### config.mk
export PLATFORM = sky130hd
export DESIGN_NAME = pc_unit
export DESIGN_NICKNAME = d
export VERILOG_FILES = /design/src/source/cpu_pkg.sv /design/src/source/pc_unit.sv
export SDC_FILE = /design/constraint.sdc
export NUM_CORES = 1
export LEC_CHECK = 0
export ABC_AREA = 1
export ABC_CLOCK_PERIOD_IN_PS = 2160
export BUFFER_PORTS_ARGS = -buffer_cell sky130_fd_sc_hd__buf_4
export CORE_MARGIN = 4
export CORE_UTILIZATION = 60
export CTS_BUF_LIST = sky130_fd_sc_hd__clkbuf_2 sky130_fd_sc_hd__clkbuf_4 sky130_fd_sc_hd__clkbuf_8
export DETAILED_ROUTE_END_ITERATION = 7
export PLACE_DENSITY_LB_ADDON = 0.2
export RECOVER_POWER = 100
export SYNTH_ARGS = -nofsm -noshare
export SYNTH_HDL_FRONTEND = slang
export SYNTH_SLANG_ARGS = --single-unit
### constraint.sdc
create_clock -name clock -period 2.16 [get_ports clock]
set_clock_uncertainty 0.05 [all_clocks]
set_input_delay 0.108 -clock clock [delete_from_list [all_inputs] [get_ports clock]]
set_output_delay 0.108 -clock clock [all_outputs]
set_load 0.05 [all_outputs]
### src/source/cpu_pkg.sv
package cpu_pkg;

  typedef logic [31:0] word_t;

  // major opcodes, instruction bits 30:25
  localparam logic [5:0] TYPE_BASIC = 6'b100000;
  localparam logic [5:0] ADDI       = 6'b101000;
  localparam logic [5:0] ORI        = 6'b101100;
  localparam logic [5:0] XORI       = 6'b101011;
  localparam logic [5:0] LWI        = 6'b000010;
  localparam logic [5:0] SWI        = 6'b001010;
  localparam logic [5:0] MOVI       = 6'b100010;
  localparam logic [5:0] TYPE_LS    = 6'b011100;

  // basic group sub-opcodes, bits 4:0
  localparam logic [4:0] ADD    = 5'b00000;
  localparam logic [4:0] SUB    = 5'b00001;
  localparam logic [4:0] AND_OP = 5'b00010;
  localparam logic [4:0] OR_OP  = 5'b00100;
  localparam logic [4:0] XOR_OP = 5'b00011;
  localparam logic [4:0] SRLI   = 5'b01001;
  localparam logic [4:0] SLLI   = 5'b01000;
  localparam logic [4:0] ROTRI  = 5'b01011;

  // load/store group sub-opcodes, bits 7:0
  localparam logic [7:0] LW = 8'b00000010;
  localparam logic [7:0] SW = 8'b00001010;

  typedef enum logic [3:0] {
    ST_ISSUE    = 4'd0,
    ST_FETCH    = 4'd1,
    ST_EXE      = 4'd2,
    ST_WRITE    = 4'd3,
    ST_LW_FETCH = 4'd4,
    ST_LW_WRITE = 4'd5,
    ST_SW_FETCH = 4'd6,
    ST_SW_WRITE = 4'd7,
    ST_HALT     = 4'd8
  } state_t;

  typedef enum logic [1:0] {
    IMM5_ZE  = 2'b00,
    IMM15_SE = 2'b01,
    IMM15_ZE = 2'b10,
    IMM20_SE = 2'b11
  } imm_sel_t;

  typedef enum logic {SRC_REG = 1'b0, SRC_IMM = 1'b1} src_sel_t;

  typedef enum logic {WB_ALU = 1'b0, WB_DMEM = 1'b1} wb_sel_t;

  // host byte addresses
  localparam logic [11:0] IM_BASE   = 12'h000;
  localparam logic [11:0] DM_BASE   = 12'h400;
  localparam logic [11:0] CTRL_ADDR = 12'h800;
  localparam logic [11:0] STAT_ADDR = 12'h804;
  localparam logic [11:0] CNT_ADDR  = 12'h808;

endpackage

### src/source/pc_unit.sv
`timescale 1ns/100ps

module pc_unit #(
  parameter int IM_ADDR_BITS = 8
) (
  input  logic                    clock,
  input  logic                    reset,
  input  logic                    start,
  input  logic                    step,
  input  logic                    retire,
  output logic [IM_ADDR_BITS-1:0] pc,
  output cpu_pkg::word_t          count
);

  always_ff @(posedge clock) begin
    if (reset) begin
      pc <= '0;
      count <= '0;
    end else if (start) begin
      // a new run begins at word zero
      pc <= '0;
      count <= '0;
    end else begin
      if (step) begin
        pc <= pc + 1'b1;
      end
      if (retire) begin
        count <= count + 32'd1;
      end
    end
  end

endmodule

# [Word level (Yosys, flattened, before mapping)]
# Index checks and enable logic that the tools add are counted.
[word_totals] elab_cells=5 register_bits=40 in_bits=5
[op_classes] n_reduce_logical=1 n_addsub=2
[ops] op="adder 32 x 1 -> 32 bit (second input constant)" count=1
[ops] op="adder 8 x 1 -> 8 bit (second input constant)" count=1
[ops] op="OR reduction 2 bit" count=1

# [Depth between registers and ports, before layout]
# Gate-level depths: netlist (run 1).
[logic_depth] depth_word=1 depth_mapped=9

# [Worst setup path before layout (run 1)]
# Ideal clock, no wire load.
[synth_path] path_kind="register to register" from="reg count[0]" to="reg count[24]" setup_time_ns=0.117 arrival_time_ns=1.584 stages_incl_launch_ff=9 slack_ns=0.409 synth_period_minus_slack_ns=1.751 cell_sequence="dfxtp_1 > ha_1 > nand2_2 > nor2_4 > nand3_4 > nor2_2 > nand3_1 > nand2_1 > nor2_1"
[synth_via] elab_chain_cells=1
[synth_lines] element="start, declared" line_no="pc_unit.sv:12" source="output cpu_pkg::word_t count"
[synth_lines] element="start signal, assigned" line_no="pc_unit.sv:28" source="count <= count + 32'd1;"
[synth_lines] element="adder 32 x 1 -> 32 bit" line_no="pc_unit.sv:28"
# No other way between the ends.
# A chain may end at the register's enable or synchronous reset.

==> results of run 1 <==
==> registers in the layout (all words and copies together), names as in the netlist <==
name and cells:
pc 8, count 32
==> report_power, final <==
group          internal (mW)  switching (mW)
sequential             0.740         0.00328
clock                  0.186           0.243
combinational         0.0165          0.0394
==> cell type report <==
cell class                      count  area, µm²
Clock buffer                        8      66.31
Fill cell                         330      996.0
Inverter                           39      148.9
Multi-Input combinational cell    236       1094
Sequential cell                    40      800.8
Tap cell                           46      57.56
Timing Repair Buffer               47      200.2
==> cells in the mapped netlist (all sizes together) <==
cell,number
buf,4
a211oi,1
xnor2,1
o21a,1
inv,39
dfxtp,40
o21ai,9
nand3,25
and2,1
nand4,9
nor3,9
clkbuf,1
and3,1
ha,2
nor2,70
nand2,80
a21oi,27
==> cell families after synthesis <==
kind of cell | count (synthesis)
adder cells (fa/ha/maj) | 2
AO/OA/AOI/OAI | 38
buffers and inverters | 44
AND/OR/NAND/NOR | 195
flip-flops | 40
XOR/XNOR | 1
==> stage by stage <==
stage          area, µm²  hold slack [ns]  power (mW)  cells  worst slack, ns
6_report            2367           0.1920       1.228    416           0.3919
5_1_grt             2367           0.2075       1.265    416           0.2527
4_1_cts             2542           0.1860       1.234    416           0.6448
3_5_place_dp        2456           0.2867      0.8179    406           0.6509
3_3_place_gp        2456           0.2813      0.8168    406           0.7221
2_1_floorplan       2091           0.1474      0.8011    320           0.4090
==> per-layer routing <==
metal	wire length (µm)	vias up	global-route usage
met5	0	-	0
met4	108	0	0.1013
met3	349	10	0.04216
met2	2393	58	0.3988
met1	2180	954	0.3041
li1	-	1119	-
==> tightest hold or removal path: cells and delay by family <==
family / cells / cell delay [ns]
and+or+nand+nor: 3 / 0.16
buffers and inverters: 2 / 0.30
==> worst paths after layout <==
check,from,to,slack [ns]
worst min-delay path,reset,count[11]$_SDFFE_PP0P_,0.19
worst max-delay path,retire,count[24]$_SDFFE_PP0P_,0.39
worst min register to register,count[1]$_SDFFE_PP0P_,count[1]$_SDFFE_PP0P_,0.46
worst max register to register,count[10]$_SDFFE_PP0P_,count[27]$_SDFFE_PP0P_,0.51
==> run summary, run 1 <==
WL final -> 5032 µm
type of origin of the critical path -> input port
final setup TNS -> 0 ns
Hold Crit Depth -> 5
Worst path max stage delay -> 0.52 ns
Starting Density -> 0.6217
share of layout cells above drive strength 1 -> 0.07297
area share of the largest cell type after synthesis -> 0.3830
Final Hold Viols -> 0
CP dominant cell by count -> nand2_1
Root Driver -> clkbuf_4
RSZ-0062 raised after global routing -> false
Critical Path AT -> 1.98 ns
Cell Area, Synth -> 0.002091 mm²
Clock Path Buffers -> 2
CTS Sinks -> 40
main combinational cell family by area after synthesis -> simple AND/OR/NAND/NOR gates
Yosys top cell by area -> dfxtp_1
hold-fix buffers at CTS -> 2
largest net degree at the start of global routing -> 31
synth top area cells -> dfxtp_1, nand2_1, nor2_1
area added between synthesis and finish -> 13.23%
#FFs+latches synth -> 40
clock-pin transition on the worst setup and hold timing paths -> 0.12 ns
Least-Margin Pin Slew -> 0.6182 ns
Max IR drop VDD -> 0.0004105 V
DRT iter0 DRCs -> 225
die width -> 67.03 µm
CP required -> 2.37 ns
simple-gate area share of the yosys netlist -> 0.4219
cell chain of the critical path -> dlygate4sd3_1, clkbuf_1, nand2_1, nor2_4, nand3_4, nor2_2, nand3_1, nand2_1, nor2_1
row count -> 21
max-slew violation count -> 0
global route overflow -> 0
post-CTS sizing -> 0
n_diodes -> 0
Die Y-Extent -> 67.03 µm
power per cell area -> 518.6 mW/mm²
final setup fails -> 0
die area -> 0.004493 mm²
Vias -> 2141
highest clock rate -> 565.6 MHz
DP Wirelength -> 3846 µm
Worst path top cell family by delay -> simple AND/OR/NAND/NOR gates
CTS Buf Count -> 5
commonest non-fill, non-tap cell in the layout -> nand2_1
Period Utilization, post-route -> 0.8186
Antenna Nets Post-Route -> 0
post-synth net total -> 327
vias per inst -> 5.147
leakage -> 0.8327 nW
wire length per cell -> 12.10 µm
Crit. path cell count -> 9
Netlist cell types -> 24
CTS tree -> done
Total GRT Usage -> 0.2408
DR DRC count -> 0
first-pass GRT wire length -> 8148 µm
Final min period -> 1.768 ns
vias in the first global route -> 1822
total core area -> 0.003363 mm²
compound-cell area share of the yosys netlist -> 0.09336
worst hold-check path type -> input port to flip-flop
Ys Warns -> 0
IO Count -> 45
CP endpoint kind -> flip-flop
Clock Latency Late Sink -> 0.36 ns
Final #Nets -> 376
Worst Reg-to-Reg Cells -> 7
commonest cells after routing, fill and taps aside -> nand2_1, nor2_1, clkbuf_1
CP Class -> input port to flip-flop
Worst slew margin -> 0.5896
xor/xnor share of the synthesized area -> 0.004189
Max Cap Violations -> 0
Seq/Total Area, Yosys -> 0.3830
Mean Syn Cell Area -> 6.534 µm²
Max Fanout on Critical Path -> 9
initial antenna violation count -> 0
Crit-path slowest cell -> dlygate4sd3_1
WP buf/inv -> 2
fin util -> 0.7039
outcome -> finished clean
drt pass-1 iters -> 4
CTS H-tree lvls -> 2
post-synthesis cell count -> 320
Adder-Cell Fraction of Synth Area -> 0.01197
post-CTS setup buffers -> 0
GPL Wtd Cong -> 0.8185
multiplexer share of the synthesized area -> 0
Port Buffers -> 44
No activity file was read; power rests on OpenSTA's default activity.
==> inputs of run 2 (changes only) <==
- ABC_AREA: 1 -> 0
- ABC_CLOCK_PERIOD_IN_PS: 2160 -> 1600
- CORE_UTILIZATION: 60 -> 50
- clock period: 2.16 -> 1.6 ns (I/O delays scaled with it)
==> run 2 against run 1 <==
Net effect: the flow now finishes with violations (setup timing); final area rose by 34%; setup slack got worse by 0.66 ns; worst hold slack got worse by 0.19 ns; clock-buffer cell count fell by 2; non-clock buffer count rose by 69; utilization rose by 16 points; flip-flop and latch count did not move; synthesized cell count fell by 33%; first-iteration DRC count rose by 41%; sequential share of layout area fell by 5.3 points.
==> run summary, run 2 <==
area added between synthesis and finish -> 66.73%
Hold Crit Depth -> 3
Netlist cell types -> 35
RSZ-0062 raised after global routing -> true
IO Count -> 45
CTS Buf Count -> 5
max reg flops -> 32
wire length per cell -> 21.46 µm
post-synth net total -> 221
Largest regs -> count x32, pc x8
CTS Sinks -> 40
Mean Syn Cell Area -> 8.858 µm²
pre-CTS setup slack -> -0.1814 ns
Synth top cells by count -> dfxtp_1, a21oi_1, nor2_1
CP endpoint kind -> flip-flop
Yosys top cell by area -> dfxtp_1
post-synthesis cell count -> 214
Final Hold Viols -> 0
clock-pin transition on the worst setup and hold timing paths -> 0.09 ns
vias per inst -> 6.536
final setup fails -> 21
outcome -> complete, but fails checks
Worst slew margin -> 0.5784
worst hold-check path type -> input port to flip-flop
Clock Path Buffers -> 2
Period Utilization, post-route -> 1.167
Overall Power -> 1.756 mW
leakage -> 1.205 nW
Final min period -> 1.866 ns
Seq/Total Area, Yosys -> 0.4224
die width -> 69.57 µm
share of layout cells above drive strength 1 -> 0.4955
cell chain of the critical path -> nand4_4, or3_4, o41ai_1, a21oi_2
Max Cap Violations -> 0
fin util -> 0.8633
Max Fanout on Critical Path -> 7
WL final -> 8132 µm
CTS tree -> done
CP Class -> flip-flop to flip-flop
initial antenna violation count -> 0
vias in the first global route -> 2165
row count -> 22
Clock Latency Late Sink -> 0.30 ns
highest clock rate -> 535.8 MHz
commonest non-fill, non-tap cell in the layout -> buf_4
commonest cells after routing, fill and taps aside -> buf_4, clkbuf_1, dfxtp_4
DRT iter0 DRCs -> 317
Primary FF master, synth -> dfxtp_1
first-pass GRT wire length -> 10670 µm
Starting Density -> 0.5178
largest register by flop count -> count
ys async rst share -> 0
total core area -> 0.003661 mm²
Root Driver -> clkbuf_8
Worst Reg-to-Reg Cells -> 4
Worst path max stage delay -> 0.61 ns
Antenna Nets Post-Route -> 0
Max IR drop VDD -> 0.0005304 V
area share of the largest cell type after synthesis -> 0.4224
type of origin of the critical path -> flip-flop
Cell Area, Synth -> 0.001896 mm²
Crit-path slowest cell -> o41ai_1
final worst setup slack -> -0.2664 ns
Die Y-Extent -> 69.57 µm
GPL Wtd Cong -> 0.7772
Total GRT Usage -> 0.2729
CTS H-tree lvls -> 2
#FFs+latches synth -> 40
number of synthesized flops with an enable pin -> 0
n_diodes -> 0
drt pass-1 iters -> 6
Least-Margin Pin Slew -> 0.6351 ns
Final #Nets -> 337
global route overflow -> 0
synth top area cells -> dfxtp_1, a21oi_1, xor2_1
DR DRC count -> 0
max-slew violation count -> 0
Ys Warns -> 0
Critical Path AT -> 1.99 ns
DP Wirelength -> 3795 µm
die area -> 0.004840 mm²
Vias -> 2477
Port Buffers -> 44
CP required -> 1.72 ns
failing checks -> setup timing
top-count cell post-synth -> dfxtp_1
largest net degree at the start of global routing -> 23
power per cell area -> 555.5 mW/mm²
run 2: final timing paths:
| kind | slack [ns] | startpoint | end |
|---|---|---|---|
| hold / removal | 0.004 | start | count[20]$_SDFFE_PP0P_ |
| setup reg to reg | -0.27 | count[1]$_SDFFE_PP0P_ | count[29]$_SDFFE_PP0P_ |
| hold reg to reg | 0.45 | count[30]$_SDFFE_PP0P_ | count[30]$_SDFFE_PP0P_ |
| setup / recovery | -0.27 | count[1]$_SDFFE_PP0P_ | count[29]$_SDFFE_PP0P_ |
run 2: cell type report:
class | count | area [µm²]
Tap cell | 48 | 60.06
Multi-Input combinational cell | 164 | 1315
Fill cell | 216 | 500.5
Inverter | 3 | 11.26
Sequential cell | 40 | 900.9
Clock inverter | 2 | 10.01
Clock buffer | 6 | 82.58
Timing Repair Buffer | 116 | 780.7
run 2: routing by layer:
metal | up-vias | share of wire | global-route usage | routed length [µm]
met3 | 62 | 0.097 | 0.08406 | 785
met1 | 1159 | 0.36 | 0.3140 | 2905
met5 | - | 0 | 0 | 0
met4 | 0 | 0.067 | 0.1453 | 545
met2 | 220 | 0.48 | 0.4513 | 3896
li1 | 1036 | - | - | -
run 2: cell families after synthesis:
logic type,synth area share
fa+ha+maj,0.01320
simple gates,0.3129
compound gates,0.1307
buf+inv,0.03036
flops,0.4224
mux,0.02112
xor+xnor,0.06930
run 2: what timing repair did:
action | in CTS | in global routing
setup buffers | 9 | 13
setup endpoints to repair | 18 | 23
hold buffers | 1 | 0
gates cloned | 2 | 0
gates resized for setup | 17 | 36
pin swaps | 17 | 16
hold endpoints to repair | 1 | 0
run 2: stage by stage:
step | std cells | instance area, µm² | hold slack [ns] | setup TNS (ns)
finish | 379 | 3161 | 0.004334 | -2.065
floorplan | 214 | 2077 | 0.1763 | -1.198
global placement | 346 | 2791 | 0.3036 | -0.6352
global route | 379 | 3161 | 0.03311 | -2.950
detailed placement | 346 | 2791 | 0.3049 | -1.238
CTS | 366 | 3069 | 0.004929 | -0.5903
run 2: critical path: cells and delay by family (launching register included):
kind	cells	cell delay [ns]
flops	1	0.38
simple gates	2	0.60
compound gates	2	0.71
run 2: where the power goes:
group / switching (mW) / internal [mW]
clock: 0.375 / 0.345
combinational: 0.0487 / 0.0251
sequential: 0.00549 / 0.957
