===== src/source/cpu_pkg.sv =====
package cpu_pkg;

  typedef logic [31:0] word_t;

  // major opcodes, instruction bits 30:25
  localparam logic [5:0] TYPE_BASIC = 6'b100000;
  localparam logic [5:0] ADDI       = 6'b101000;
  localparam logic [5:0] ORI        = 6'b101100;
  localparam logic [5:0] XORI       = 6'b101011;
  localparam logic [5:0] LWI        = 6'b000010;
  localparam logic [5:0] SWI        = 6'b001010;
  localparam logic [5:0] MOVI       = 6'b100010;
  localparam logic [5:0] TYPE_LS    = 6'b011100;

  // basic group sub-opcodes, bits 4:0
  localparam logic [4:0] ADD    = 5'b00000;
  localparam logic [4:0] SUB    = 5'b00001;
  localparam logic [4:0] AND_OP = 5'b00010;
  localparam logic [4:0] OR_OP  = 5'b00100;
  localparam logic [4:0] XOR_OP = 5'b00011;
  localparam logic [4:0] SRLI   = 5'b01001;
  localparam logic [4:0] SLLI   = 5'b01000;
  localparam logic [4:0] ROTRI  = 5'b01011;

  // load/store group sub-opcodes, bits 7:0
  localparam logic [7:0] LW = 8'b00000010;
  localparam logic [7:0] SW = 8'b00001010;

  typedef enum logic [3:0] {
    ST_ISSUE    = 4'd0,
    ST_FETCH    = 4'd1,
    ST_EXE      = 4'd2,
    ST_WRITE    = 4'd3,
    ST_LW_FETCH = 4'd4,
    ST_LW_WRITE = 4'd5,
    ST_SW_FETCH = 4'd6,
    ST_SW_WRITE = 4'd7,
    ST_HALT     = 4'd8
  } state_t;

  typedef enum logic [1:0] {
    IMM5_ZE  = 2'b00,
    IMM15_SE = 2'b01,
    IMM15_ZE = 2'b10,
    IMM20_SE = 2'b11
  } imm_sel_t;

  typedef enum logic {SRC_REG = 1'b0, SRC_IMM = 1'b1} src_sel_t;

  typedef enum logic {WB_ALU = 1'b0, WB_DMEM = 1'b1} wb_sel_t;

  // host byte addresses
  localparam logic [11:0] IM_BASE   = 12'h000;
  localparam logic [11:0] DM_BASE   = 12'h400;
  localparam logic [11:0] CTRL_ADDR = 12'h800;
  localparam logic [11:0] STAT_ADDR = 12'h804;
  localparam logic [11:0] CNT_ADDR  = 12'h808;

endpackage


===== src/source/cpu_ctrl_if.sv =====
`timescale 1ns/100ps

interface cpu_ctrl_if;
  logic im_en;
  logic dm_en;
  logic dm_we;
  logic reg_read;
  logic alu_exe;
  logic reg_we;
  cpu_pkg::imm_sel_t imm_sel;
  cpu_pkg::src_sel_t src_sel;
  cpu_pkg::wb_sel_t wb_sel;

  // decoded instruction fields
  logic [5:0] opcode;
  logic [4:0] sub5;
  logic [4:0] imm5;
  logic [14:0] imm15;
  logic [19:0] imm20;
  logic [4:0] ra;
  logic [4:0] rb;
  logic [4:0] rt;

  modport ctrl (
    output im_en, dm_en, dm_we, reg_read, alu_exe, reg_we, imm_sel, src_sel, wb_sel,
    output opcode, sub5, imm5, imm15, imm20, ra, rb, rt
  );

  modport dp (
    input im_en, dm_en, dm_we, reg_read, alu_exe, reg_we, imm_sel, src_sel, wb_sel,
    input opcode, sub5, imm5, imm15, imm20, ra, rb, rt
  );
endinterface


===== src/source/ir_controller.sv =====
`timescale 1ns/100ps

module ir_controller (
  input  logic               clock,
  input  logic               reset,
  input  logic               start,
  input  cpu_pkg::word_t     im_rdata,
  cpu_ctrl_if.ctrl           ctl,
  output logic               step,
  output logic               retire,
  output logic               halted
);

  cpu_pkg::state_t state;
  cpu_pkg::state_t state_next;
  cpu_pkg::word_t ir;
  cpu_pkg::word_t cur;
  logic [7:0] sub8;
  logic is_lw;
  logic is_sw;
  logic is_nop;

  always_ff @(posedge clock) begin
    if (reset) begin
      state <= cpu_pkg::ST_HALT;
      ir <= '0;
    end else begin
      state <= state_next;
      if (state == cpu_pkg::ST_FETCH) begin
        ir <= im_rdata;
      end
    end
  end

  // during fetch the fields come straight from memory, later from the IR
  assign cur = (state == cpu_pkg::ST_FETCH) ? im_rdata : ir;

  assign ctl.opcode = cur[30:25];
  assign ctl.sub5   = cur[4:0];
  assign ctl.imm5   = cur[14:10];
  assign ctl.imm15  = cur[14:0];
  assign ctl.imm20  = cur[19:0];
  assign ctl.ra     = cur[19:15];
  assign ctl.rb     = cur[14:10];
  assign ctl.rt     = cur[24:20];
  assign sub8 = cur[7:0];

  assign is_lw = (ctl.opcode == cpu_pkg::LWI) ||
                 (ctl.opcode == cpu_pkg::TYPE_LS && sub8 == cpu_pkg::LW);
  assign is_sw = (ctl.opcode == cpu_pkg::SWI) ||
                 (ctl.opcode == cpu_pkg::TYPE_LS && sub8 == cpu_pkg::SW);
  // nop is srli r0,r0,0
  assign is_nop = (ctl.opcode == cpu_pkg::TYPE_BASIC) && (ctl.sub5 == cpu_pkg::SRLI) &&
                  (ctl.imm5 == 5'd0) && (ctl.rt == 5'd0) && (ctl.ra == 5'd0);

  always_comb begin
    state_next = state;
    ctl.im_en = 1'b0;
    ctl.dm_en = 1'b0;
    ctl.dm_we = 1'b0;
    ctl.reg_read = 1'b0;
    ctl.alu_exe = 1'b0;
    ctl.reg_we = 1'b0;
    case (state)
      cpu_pkg::ST_HALT: begin
        if (start) begin
          state_next = cpu_pkg::ST_ISSUE;
        end
      end
      cpu_pkg::ST_ISSUE: begin
        ctl.im_en = 1'b1;
        state_next = cpu_pkg::ST_FETCH;
      end
      cpu_pkg::ST_FETCH: begin
        if (im_rdata == '0) begin
          state_next = cpu_pkg::ST_HALT;
        end else begin
          ctl.reg_read = 1'b1;
          state_next = cpu_pkg::ST_EXE;
        end
      end
      cpu_pkg::ST_EXE: begin
        ctl.alu_exe = 1'b1;
        state_next = cpu_pkg::ST_LW_FETCH;
      end
      cpu_pkg::ST_LW_FETCH: begin
        ctl.dm_en = is_lw;
        state_next = cpu_pkg::ST_LW_WRITE;
      end
      cpu_pkg::ST_LW_WRITE: begin
        state_next = cpu_pkg::ST_WRITE;
      end
      cpu_pkg::ST_WRITE: begin
        ctl.reg_we = !(is_nop || is_sw);
        state_next = cpu_pkg::ST_SW_FETCH;
      end
      cpu_pkg::ST_SW_FETCH: begin
        // store data comes from rt
        ctl.reg_read = is_sw;
        state_next = cpu_pkg::ST_SW_WRITE;
      end
      cpu_pkg::ST_SW_WRITE: begin
        ctl.dm_en = is_sw;
        ctl.dm_we = is_sw;
        state_next = cpu_pkg::ST_ISSUE;
      end
      default: begin
        state_next = cpu_pkg::ST_HALT;
      end
    endcase
  end

  always_comb begin
    ctl.imm_sel = cpu_pkg::IMM5_ZE;
    ctl.src_sel = cpu_pkg::SRC_REG;
    case (ctl.opcode)
      cpu_pkg::TYPE_BASIC: begin
        if (ctl.sub5 == cpu_pkg::SRLI || ctl.sub5 == cpu_pkg::SLLI ||
            ctl.sub5 == cpu_pkg::ROTRI) begin
          ctl.src_sel = cpu_pkg::SRC_IMM;
        end
      end
      cpu_pkg::ADDI: begin
        ctl.imm_sel = cpu_pkg::IMM15_SE;
        ctl.src_sel = cpu_pkg::SRC_IMM;
      end
      cpu_pkg::ORI, cpu_pkg::XORI, cpu_pkg::LWI, cpu_pkg::SWI: begin
        ctl.imm_sel = cpu_pkg::IMM15_ZE;
        ctl.src_sel = cpu_pkg::SRC_IMM;
      end
      cpu_pkg::MOVI: begin
        ctl.imm_sel = cpu_pkg::IMM20_SE;
        ctl.src_sel = cpu_pkg::SRC_IMM;
      end
      default: begin
        ctl.imm_sel = cpu_pkg::IMM5_ZE;
      end
    endcase
  end

  assign ctl.wb_sel = is_lw ? cpu_pkg::WB_DMEM : cpu_pkg::WB_ALU;

  assign step   = (state == cpu_pkg::ST_WRITE);
  assign retire = (state == cpu_pkg::ST_WRITE);
  assign halted = (state == cpu_pkg::ST_HALT);

endmodule


===== src/flat_wrapper.sv =====
// flat-port wrapper written by rule: the top's interface ports become plain ports
module ir_controller_flat 
  (clock, reset, start, im_rdata, step, retire, halted, ctl_im_en, ctl_dm_en, ctl_dm_we, ctl_reg_read, ctl_alu_exe, ctl_reg_we, ctl_imm_sel, ctl_src_sel, ctl_wb_sel, ctl_opcode, ctl_sub5, ctl_imm5, ctl_imm15, ctl_imm20, ctl_ra, ctl_rb, ctl_rt);
  cpu_ctrl_if ctl_i ();
  input  logic clock;
  input  logic reset;
  input  logic start;
  input  cpu_pkg::word_t im_rdata;
  output logic step;
  output logic retire;
  output logic halted;
  output wire logic [$bits(ctl_i.im_en)-1:0] ctl_im_en;
  output wire logic [$bits(ctl_i.dm_en)-1:0] ctl_dm_en;
  output wire logic [$bits(ctl_i.dm_we)-1:0] ctl_dm_we;
  output wire logic [$bits(ctl_i.reg_read)-1:0] ctl_reg_read;
  output wire logic [$bits(ctl_i.alu_exe)-1:0] ctl_alu_exe;
  output wire logic [$bits(ctl_i.reg_we)-1:0] ctl_reg_we;
  output wire logic [$bits(ctl_i.imm_sel)-1:0] ctl_imm_sel;
  output wire logic [$bits(ctl_i.src_sel)-1:0] ctl_src_sel;
  output wire logic [$bits(ctl_i.wb_sel)-1:0] ctl_wb_sel;
  output wire logic [$bits(ctl_i.opcode)-1:0] ctl_opcode;
  output wire logic [$bits(ctl_i.sub5)-1:0] ctl_sub5;
  output wire logic [$bits(ctl_i.imm5)-1:0] ctl_imm5;
  output wire logic [$bits(ctl_i.imm15)-1:0] ctl_imm15;
  output wire logic [$bits(ctl_i.imm20)-1:0] ctl_imm20;
  output wire logic [$bits(ctl_i.ra)-1:0] ctl_ra;
  output wire logic [$bits(ctl_i.rb)-1:0] ctl_rb;
  output wire logic [$bits(ctl_i.rt)-1:0] ctl_rt;
  assign ctl_im_en = ctl_i.im_en;
  assign ctl_dm_en = ctl_i.dm_en;
  assign ctl_dm_we = ctl_i.dm_we;
  assign ctl_reg_read = ctl_i.reg_read;
  assign ctl_alu_exe = ctl_i.alu_exe;
  assign ctl_reg_we = ctl_i.reg_we;
  assign ctl_imm_sel = ctl_i.imm_sel;
  assign ctl_src_sel = ctl_i.src_sel;
  assign ctl_wb_sel = ctl_i.wb_sel;
  assign ctl_opcode = ctl_i.opcode;
  assign ctl_sub5 = ctl_i.sub5;
  assign ctl_imm5 = ctl_i.imm5;
  assign ctl_imm15 = ctl_i.imm15;
  assign ctl_imm20 = ctl_i.imm20;
  assign ctl_ra = ctl_i.ra;
  assign ctl_rb = ctl_i.rb;
  assign ctl_rt = ctl_i.rt;
  ir_controller u_core (.clock(clock), .reset(reset), .start(start), .im_rdata(im_rdata), .ctl(ctl_i), .step(step), .retire(retire), .halted(halted));
endmodule

===== config.mk =====
export PLATFORM = sky130hd
export DESIGN_NAME = ir_controller_flat
export DESIGN_NICKNAME = d
export VERILOG_FILES = /design/src/source/cpu_pkg.sv /design/src/source/cpu_ctrl_if.sv /design/src/source/ir_controller.sv /design/src/flat_wrapper.sv
export SDC_FILE = /design/constraint.sdc
export NUM_CORES = 1
export LEC_CHECK = 0
export BUFFER_PORTS_ARGS = -buffer_cell sky130_fd_sc_hd__buf_2
export CAP_MARGIN = 20
export CORE_AREA = 8 8 77 79
export CTS_CLUSTER_DIAMETER = 200
export DETAILED_ROUTE_END_ITERATION = 12
export DIE_AREA = 0 0 85 87
export PLACE_DENSITY = 0.82
export SETUP_SLACK_MARGIN = 0.1
export SLEW_MARGIN = 10
export SYNTH_ARGS = -nofsm -noshare
export SYNTH_HDL_FRONTEND = slang
export SYNTH_SLANG_ARGS = --single-unit

===== constraint.sdc =====
create_clock -name clock -period 5.1 [get_ports clock]
set_input_delay 0.51 -clock clock [delete_from_list [all_inputs] [get_ports clock]]
set_output_delay 0.51 -clock clock [all_outputs]
set_load 0.05 [all_outputs]

# Word level (Yosys, flattened, before mapping)
# Index checks and enable logic that the tools add are counted.
# Widths: inputs -> output; s select.
[totals] ff_bits=35 in_bits=35 output_inout_bits=79
[classes] eq_ne=22 n_mux=15 reduce_logical=19
[op_table] operator="$pmux 4 s9" n=1
[op_table] operator="$logic_not 32->1" n=1
[op_table] operator="$mux 31" n=1
[op_table] operator="$eq 6x6->1 const B" n=5
[op_table] operator="$eq 4x3->1 const B" n=4
[op_table] operator="$eq 5x4->1 const B" n=3
[op_table] operator="$logic_not 5->1" n=3
[op_table] operator="$eq 4x2->1 const B" n=2
[op_table] operator="$eq 8x2->1 const B" n=1
[op_table] operator="$eq 8x4->1 const B" n=1
[op_table] operator="$mux 4" n=2
[op_table] operator="$mux 1" n=7
[op_table] operator="$eq 6x2->1 const B" n=1
[op_table] operator="$eq 6x4->1 const B" n=1
[op_table] operator="$eq 6x5->1 const B" n=1
[op_table] operator="$logic_and 1x1->1" n=6
[op_table] operator="$pmux 1 s2" n=3
[op_table] operator="$pmux 2 s3" n=1
[op_table] operator="$reduce_or 6->1" n=1
[op_table] operator="$logic_or 1x1->1" n=5
[op_table] operator="$eq 4x1->1 const B" n=1
[op_table] operator="$eq 4x4->1 const B" n=1
[op_table] operator="$logic_not 4->1" n=1
[op_table] operator="$reduce_or 4->1" n=1
[op_table] operator="2 further kinds" n=2

# Longest topological paths before layout
[depth] ltp_word=10 depth_mapped=9 mapped_depth_nobuf=5

# Worst setup path before layout
# Ideal clock, no wire load.
[synth_timing] kind="reg2out" from="reg u_core.ir[29]" to="out ctl_reg_read" arrival_ns=2.745 required_ns=4.590 slack_ns=1.845 path_stages_with_launch=6 n_path_buf=0 path_cell_list="dfxtp_1 or3_1 or4b_2 o21ai_0 nor2_1 o32ai_1"
[synth_via] elab_chain_cells=5
[synth_rtl] item="start: declaration" line="ir_controller.sv:16" text="cpu_pkg::word_t ir;"
[synth_rtl] item="start signal: assignment" line="ir_controller.sv:30" text="ir <= im_rdata;"
[synth_rtl] item="$mux 31 *" line="ir_controller.sv:36" text="assign cur = (state == cpu_pkg::ST_FETCH) ? im_rdata : ir;"
[synth_rtl] item="$eq 6x5->1" line="ir_controller.sv:51" text="(ctl.opcode == cpu_pkg::TYPE_LS && sub8 == cpu_pkg::SW);"
[synth_rtl] item="$logic_and 1x1->1" line="ir_controller.sv:51"
[synth_rtl] item="$logic_or 1x1->1 *" line="ir_controller.sv:50" text="assign is_sw = (ctl.opcode == cpu_pkg::SWI) ||"
[synth_rtl] item="$pmux 1 s2 *" line="ir_controller.sv:64" text="case (state)"
[synth_rtl] item="end: declaration" line="flat_wrapper.sv:15" text="output wire logic [$bits(ctl_i.reg_read)-1:0] ctl_reg_read;"
# Every way passes the cells marked *; elsewhere a longest branch is shown, timed or not.

# Worst setup path in the final report
[layout_timing] from="reg u_core.state[0]" to="out ctl_src_sel"
[layout_via] elab_chain_cells=7
[layout_rtl] item="start: declaration" line="ir_controller.sv:14" text="cpu_pkg::state_t state;"
[layout_rtl] item="start signal: assignment" line="ir_controller.sv:25" text="state <= cpu_pkg::ST_HALT;"
[layout_rtl] item="start signal: assignment" line="ir_controller.sv:28" text="state <= state_next;"
[layout_rtl] item="$eq 4x1->1 *" line="ir_controller.sv:36"
[layout_rtl] item="$mux 31 *" line="ir_controller.sv:36"
[layout_rtl] item="$eq 5x4->1" line="ir_controller.sv:118" text="if (ctl.sub5 == cpu_pkg::SRLI || ctl.sub5 == cpu_pkg::SLLI ||"
[layout_rtl] item="$logic_or 1x1->1 (2 in series)" line="ir_controller.sv:118"
[layout_rtl] item="$mux 1" line="ir_controller.sv:118"
[layout_rtl] item="$pmux 1 s2 *" line="ir_controller.sv:116" text="case (ctl.opcode)"
[layout_rtl] item="end: declaration" line="flat_wrapper.sv:19" text="output wire logic [$bits(ctl_i.src_sel)-1:0] ctl_src_sel;"
# Marks and branches as above.

==> impl_results.md <==
- Final WL: 6.42 mm
- GP Congestion: 0.874
- Area contributors post-synth: dfxtp_1, buf_4, nand2_1
- Post-CTS Setup Bufs: 0
- Multi-input gate area: 1130 µm²
- Tcrit/Tclk final: 71.2%
- Final hold slack: 471 ps
- H-tree Lvls: 2
- Final setup fails: 0
- Least-Margin Pin Slew: 635 ps
- Combinational power share: 23.8%
- Clock Latency Late Sink: 290 ps
- # placed instances: 424
- Initial core utilization: 45.9%
- Row cnt: 26
- RSZ-0062 raised after global routing: false
- Syn Std Cell Area: 2230 µm²
- WP data arrival: 3120 ps
- Post-route insts no fill: 432
- Total GRT Usage: 17.1%
- 1st-pass router iterations: 4
- Avg WL per Cell: 14.9 µm
- Rel. slew slack: 57.7%
- GR Overflow Total: 0
- Number of synthesized flops with an enable pin: 0
- Hold_buf cts: 0
- FF/Latch Area: 701 µm²
- Int Pwr: 442 µW
- Minimum clock period: 3630 ps
- Fin. Hold Viols: 0
- Final Skew: 3.72 ps
- Adder-Cell Fraction of Synth Area: 0.450%
- Max Fanout on Critical Path: 38
- Worst vdd ir: 0.133 mV
- Commonest non-fill, non-tap cell in the layout: buf_2
- Global-route wire length before repair: 10.3 mm
- Register share of total power: 42.9%
- # diodes: 0
- TritonCTS clock tree: done
- Vias in the first global route: 2,206
- Largest net degree at the start of global routing: 39
- Nets: 410
- F_max: 276 MHz
- Buffer levels on the longest clock path: 2
- Mapped Avg Cell Area: 7.27 µm²
- Compound-Gate Fraction of Synth Area: 12.0%
- Width of the die: 85 µm
- Async set or reset register ratio after synthesis: 0%
- Number of clock sinks: 35
- Clk slew on worst S/H paths: 70 ps
- Number of CTS-inserted buffers: 5
- Slew Limit Fails: 0
- Largest family of logic cells by synthesized area: simple AND/OR/NAND/NOR gates
- Fraction of synthesized cell area in xor and xnor cells: 0.787%
- Post-Synthesis Cells: 306
- Sequential area share after synthesis: 31.5%
- CP required: 4590 ps
- Simple-gate share of the synthesized area: 33.2%
- Mux share of post-synthesis cell area: 4.16%
- Antenna-violating nets left: 0
- Vias per cell: 5.24
- Yosys cell types: 44
- Core Box Area: 4850 µm²
- Area leader, netlist: dfxtp_1
- DP Wirelength: 5.09 mm
- WS Path Type: reg -> out
- Top_reg_cell synth: dfxtp_1
- Vias: 2,265
- Root buf cell: clkbuf_8
- Worst setup SP type: flip-flop
- Outcome: finished clean
- Die area: 7400 µm²
- Power Dens Cells: 255 nW/µm²
- Setup_tns: 0 ps
- Switch Pwr: 224 µW
- Sw Share: 33.6%
- Min-Delay Path Class: reg -> reg
- Top-area cell type share of the netlist area: 31.5%
- Yosys warning count: 0
- Layout cells sized above 1: 33.8%
- Fillers: 475
- Drt drc: 0
- Clk network pwr share: 33.3%
- Initial DRC count: 146
- Setup crit end kind: output pin
- Area delta synth->final: 17.5%
- Port Buf Inserts: 113
- Max-cap viol count: 0
- Die Ht: 87 µm
- Most frequent cells in the layout: buf_2, nand2_1, dfxtp_1
- Initial antenna violation count: 0
- Mapped Nets: 341
- I/O pin cnt: 114
- Cts repair resizes: 0
- Seq cells post-synth: 35
- Leak: 0.00143 µW
cell usage after synthesis, drive strengths merged (2+ instances only):
cell / instances
nand2: 73
buf: 44
dfxtp: 35
a21oi: 27
nor2: 21
inv: 10
nor4: 10
nor3: 9
clkbuf: 8
mux2i: 7
nand2b: 7
o21ai: 7
nand3: 4
or4: 4
nand4: 3
nor4b: 3
and3: 2
mux2: 2
nand3b: 2
nor2b: 2
nor3b: 2
o21a: 2
o32ai: 2
or3: 2
or4b: 2
xnor2: 2
layout make-up:
type | instances | share of cell area (%)
Timing Repair Buffer | 114 | 21.9
Tap cell | 56 | 2.68
Multi-Input combinational cell | 209 | 43.4
Clock buffer | 8 | 3.83
Sequential cell | 35 | 26.8
Inverter | 10 | 1.43
final timing paths:
check	from	to	slack, ps	depth (start not counted)
worst min-delay path	u_core.ir[8]$_SDFF_PP0_	u_core.ir[8]$_SDFF_PP0_	470	2
worst max-delay path	u_core.state[0]$_SDFFE_PP0P_	ctl_src_sel	1470	7
worst max register to register	u_core.state[0]$_SDFFE_PP0P_	u_core.ir[27]$_SDFF_PP0_	2750	4
worst min register to register	u_core.ir[8]$_SDFF_PP0_	u_core.ir[8]$_SDFF_PP0_	470	2
power by group through the flow:
stage,sequential (µW),combinational (µW),clock [µW]
3_5_place_dp,292,159,0
5_1_grt,287,169,242
4_1_cts,286,159,228
3_3_place_gp,292,158,0
2_1_floorplan,288,130,0
6_report,286,159,222
logic make-up after synthesis:
kind of cell             count (synthesis)
XOR/XNOR                                 2
buffers and inverters                   62
flip-flops                              35
adder cells (fa/ha/maj)                  1
AND/OR/NAND/NOR                        151
multiplexers                             9
AO/OA/AOI/OAI                           46
stage by stage:
step	utilization [%]	instance area, µm²	power (µW)	setup WS, ps
after detailed placement	51.9	2520	451	1820
final	54.0	2620	667	1470
after global placement	51.9	2520	450	1910
after CTS	54.0	2620	674	1490
after floorplan	-	2230	418	1850
after global routing	54.0	2620	698	1270
routing by layer:
layer	part of all wire (%)	global-route usage, %	vias up	wire, µm
met3	11	7.36	11	699
met5	0	0	-	0
li1	-	-	1139	-
met1	42	19.2	999	2690
met4	1.7	5.66	0	106
met2	45	28.3	116	2920
worst max-delay path: stages, from the launching register on:
cell and delay (ps):
dfxtp_1 590, nor4b_4 600, buf_4 460, mux2_2 420, nor2_1 150, a21oi_1 100, o22ai_1 200, buf_2 300
state kept, by name (all words and copies together), names as in the netlist:
register,count
u_core.ir,31
u_core.state,4
Note: power is estimated with default switching activity, not from simulation.
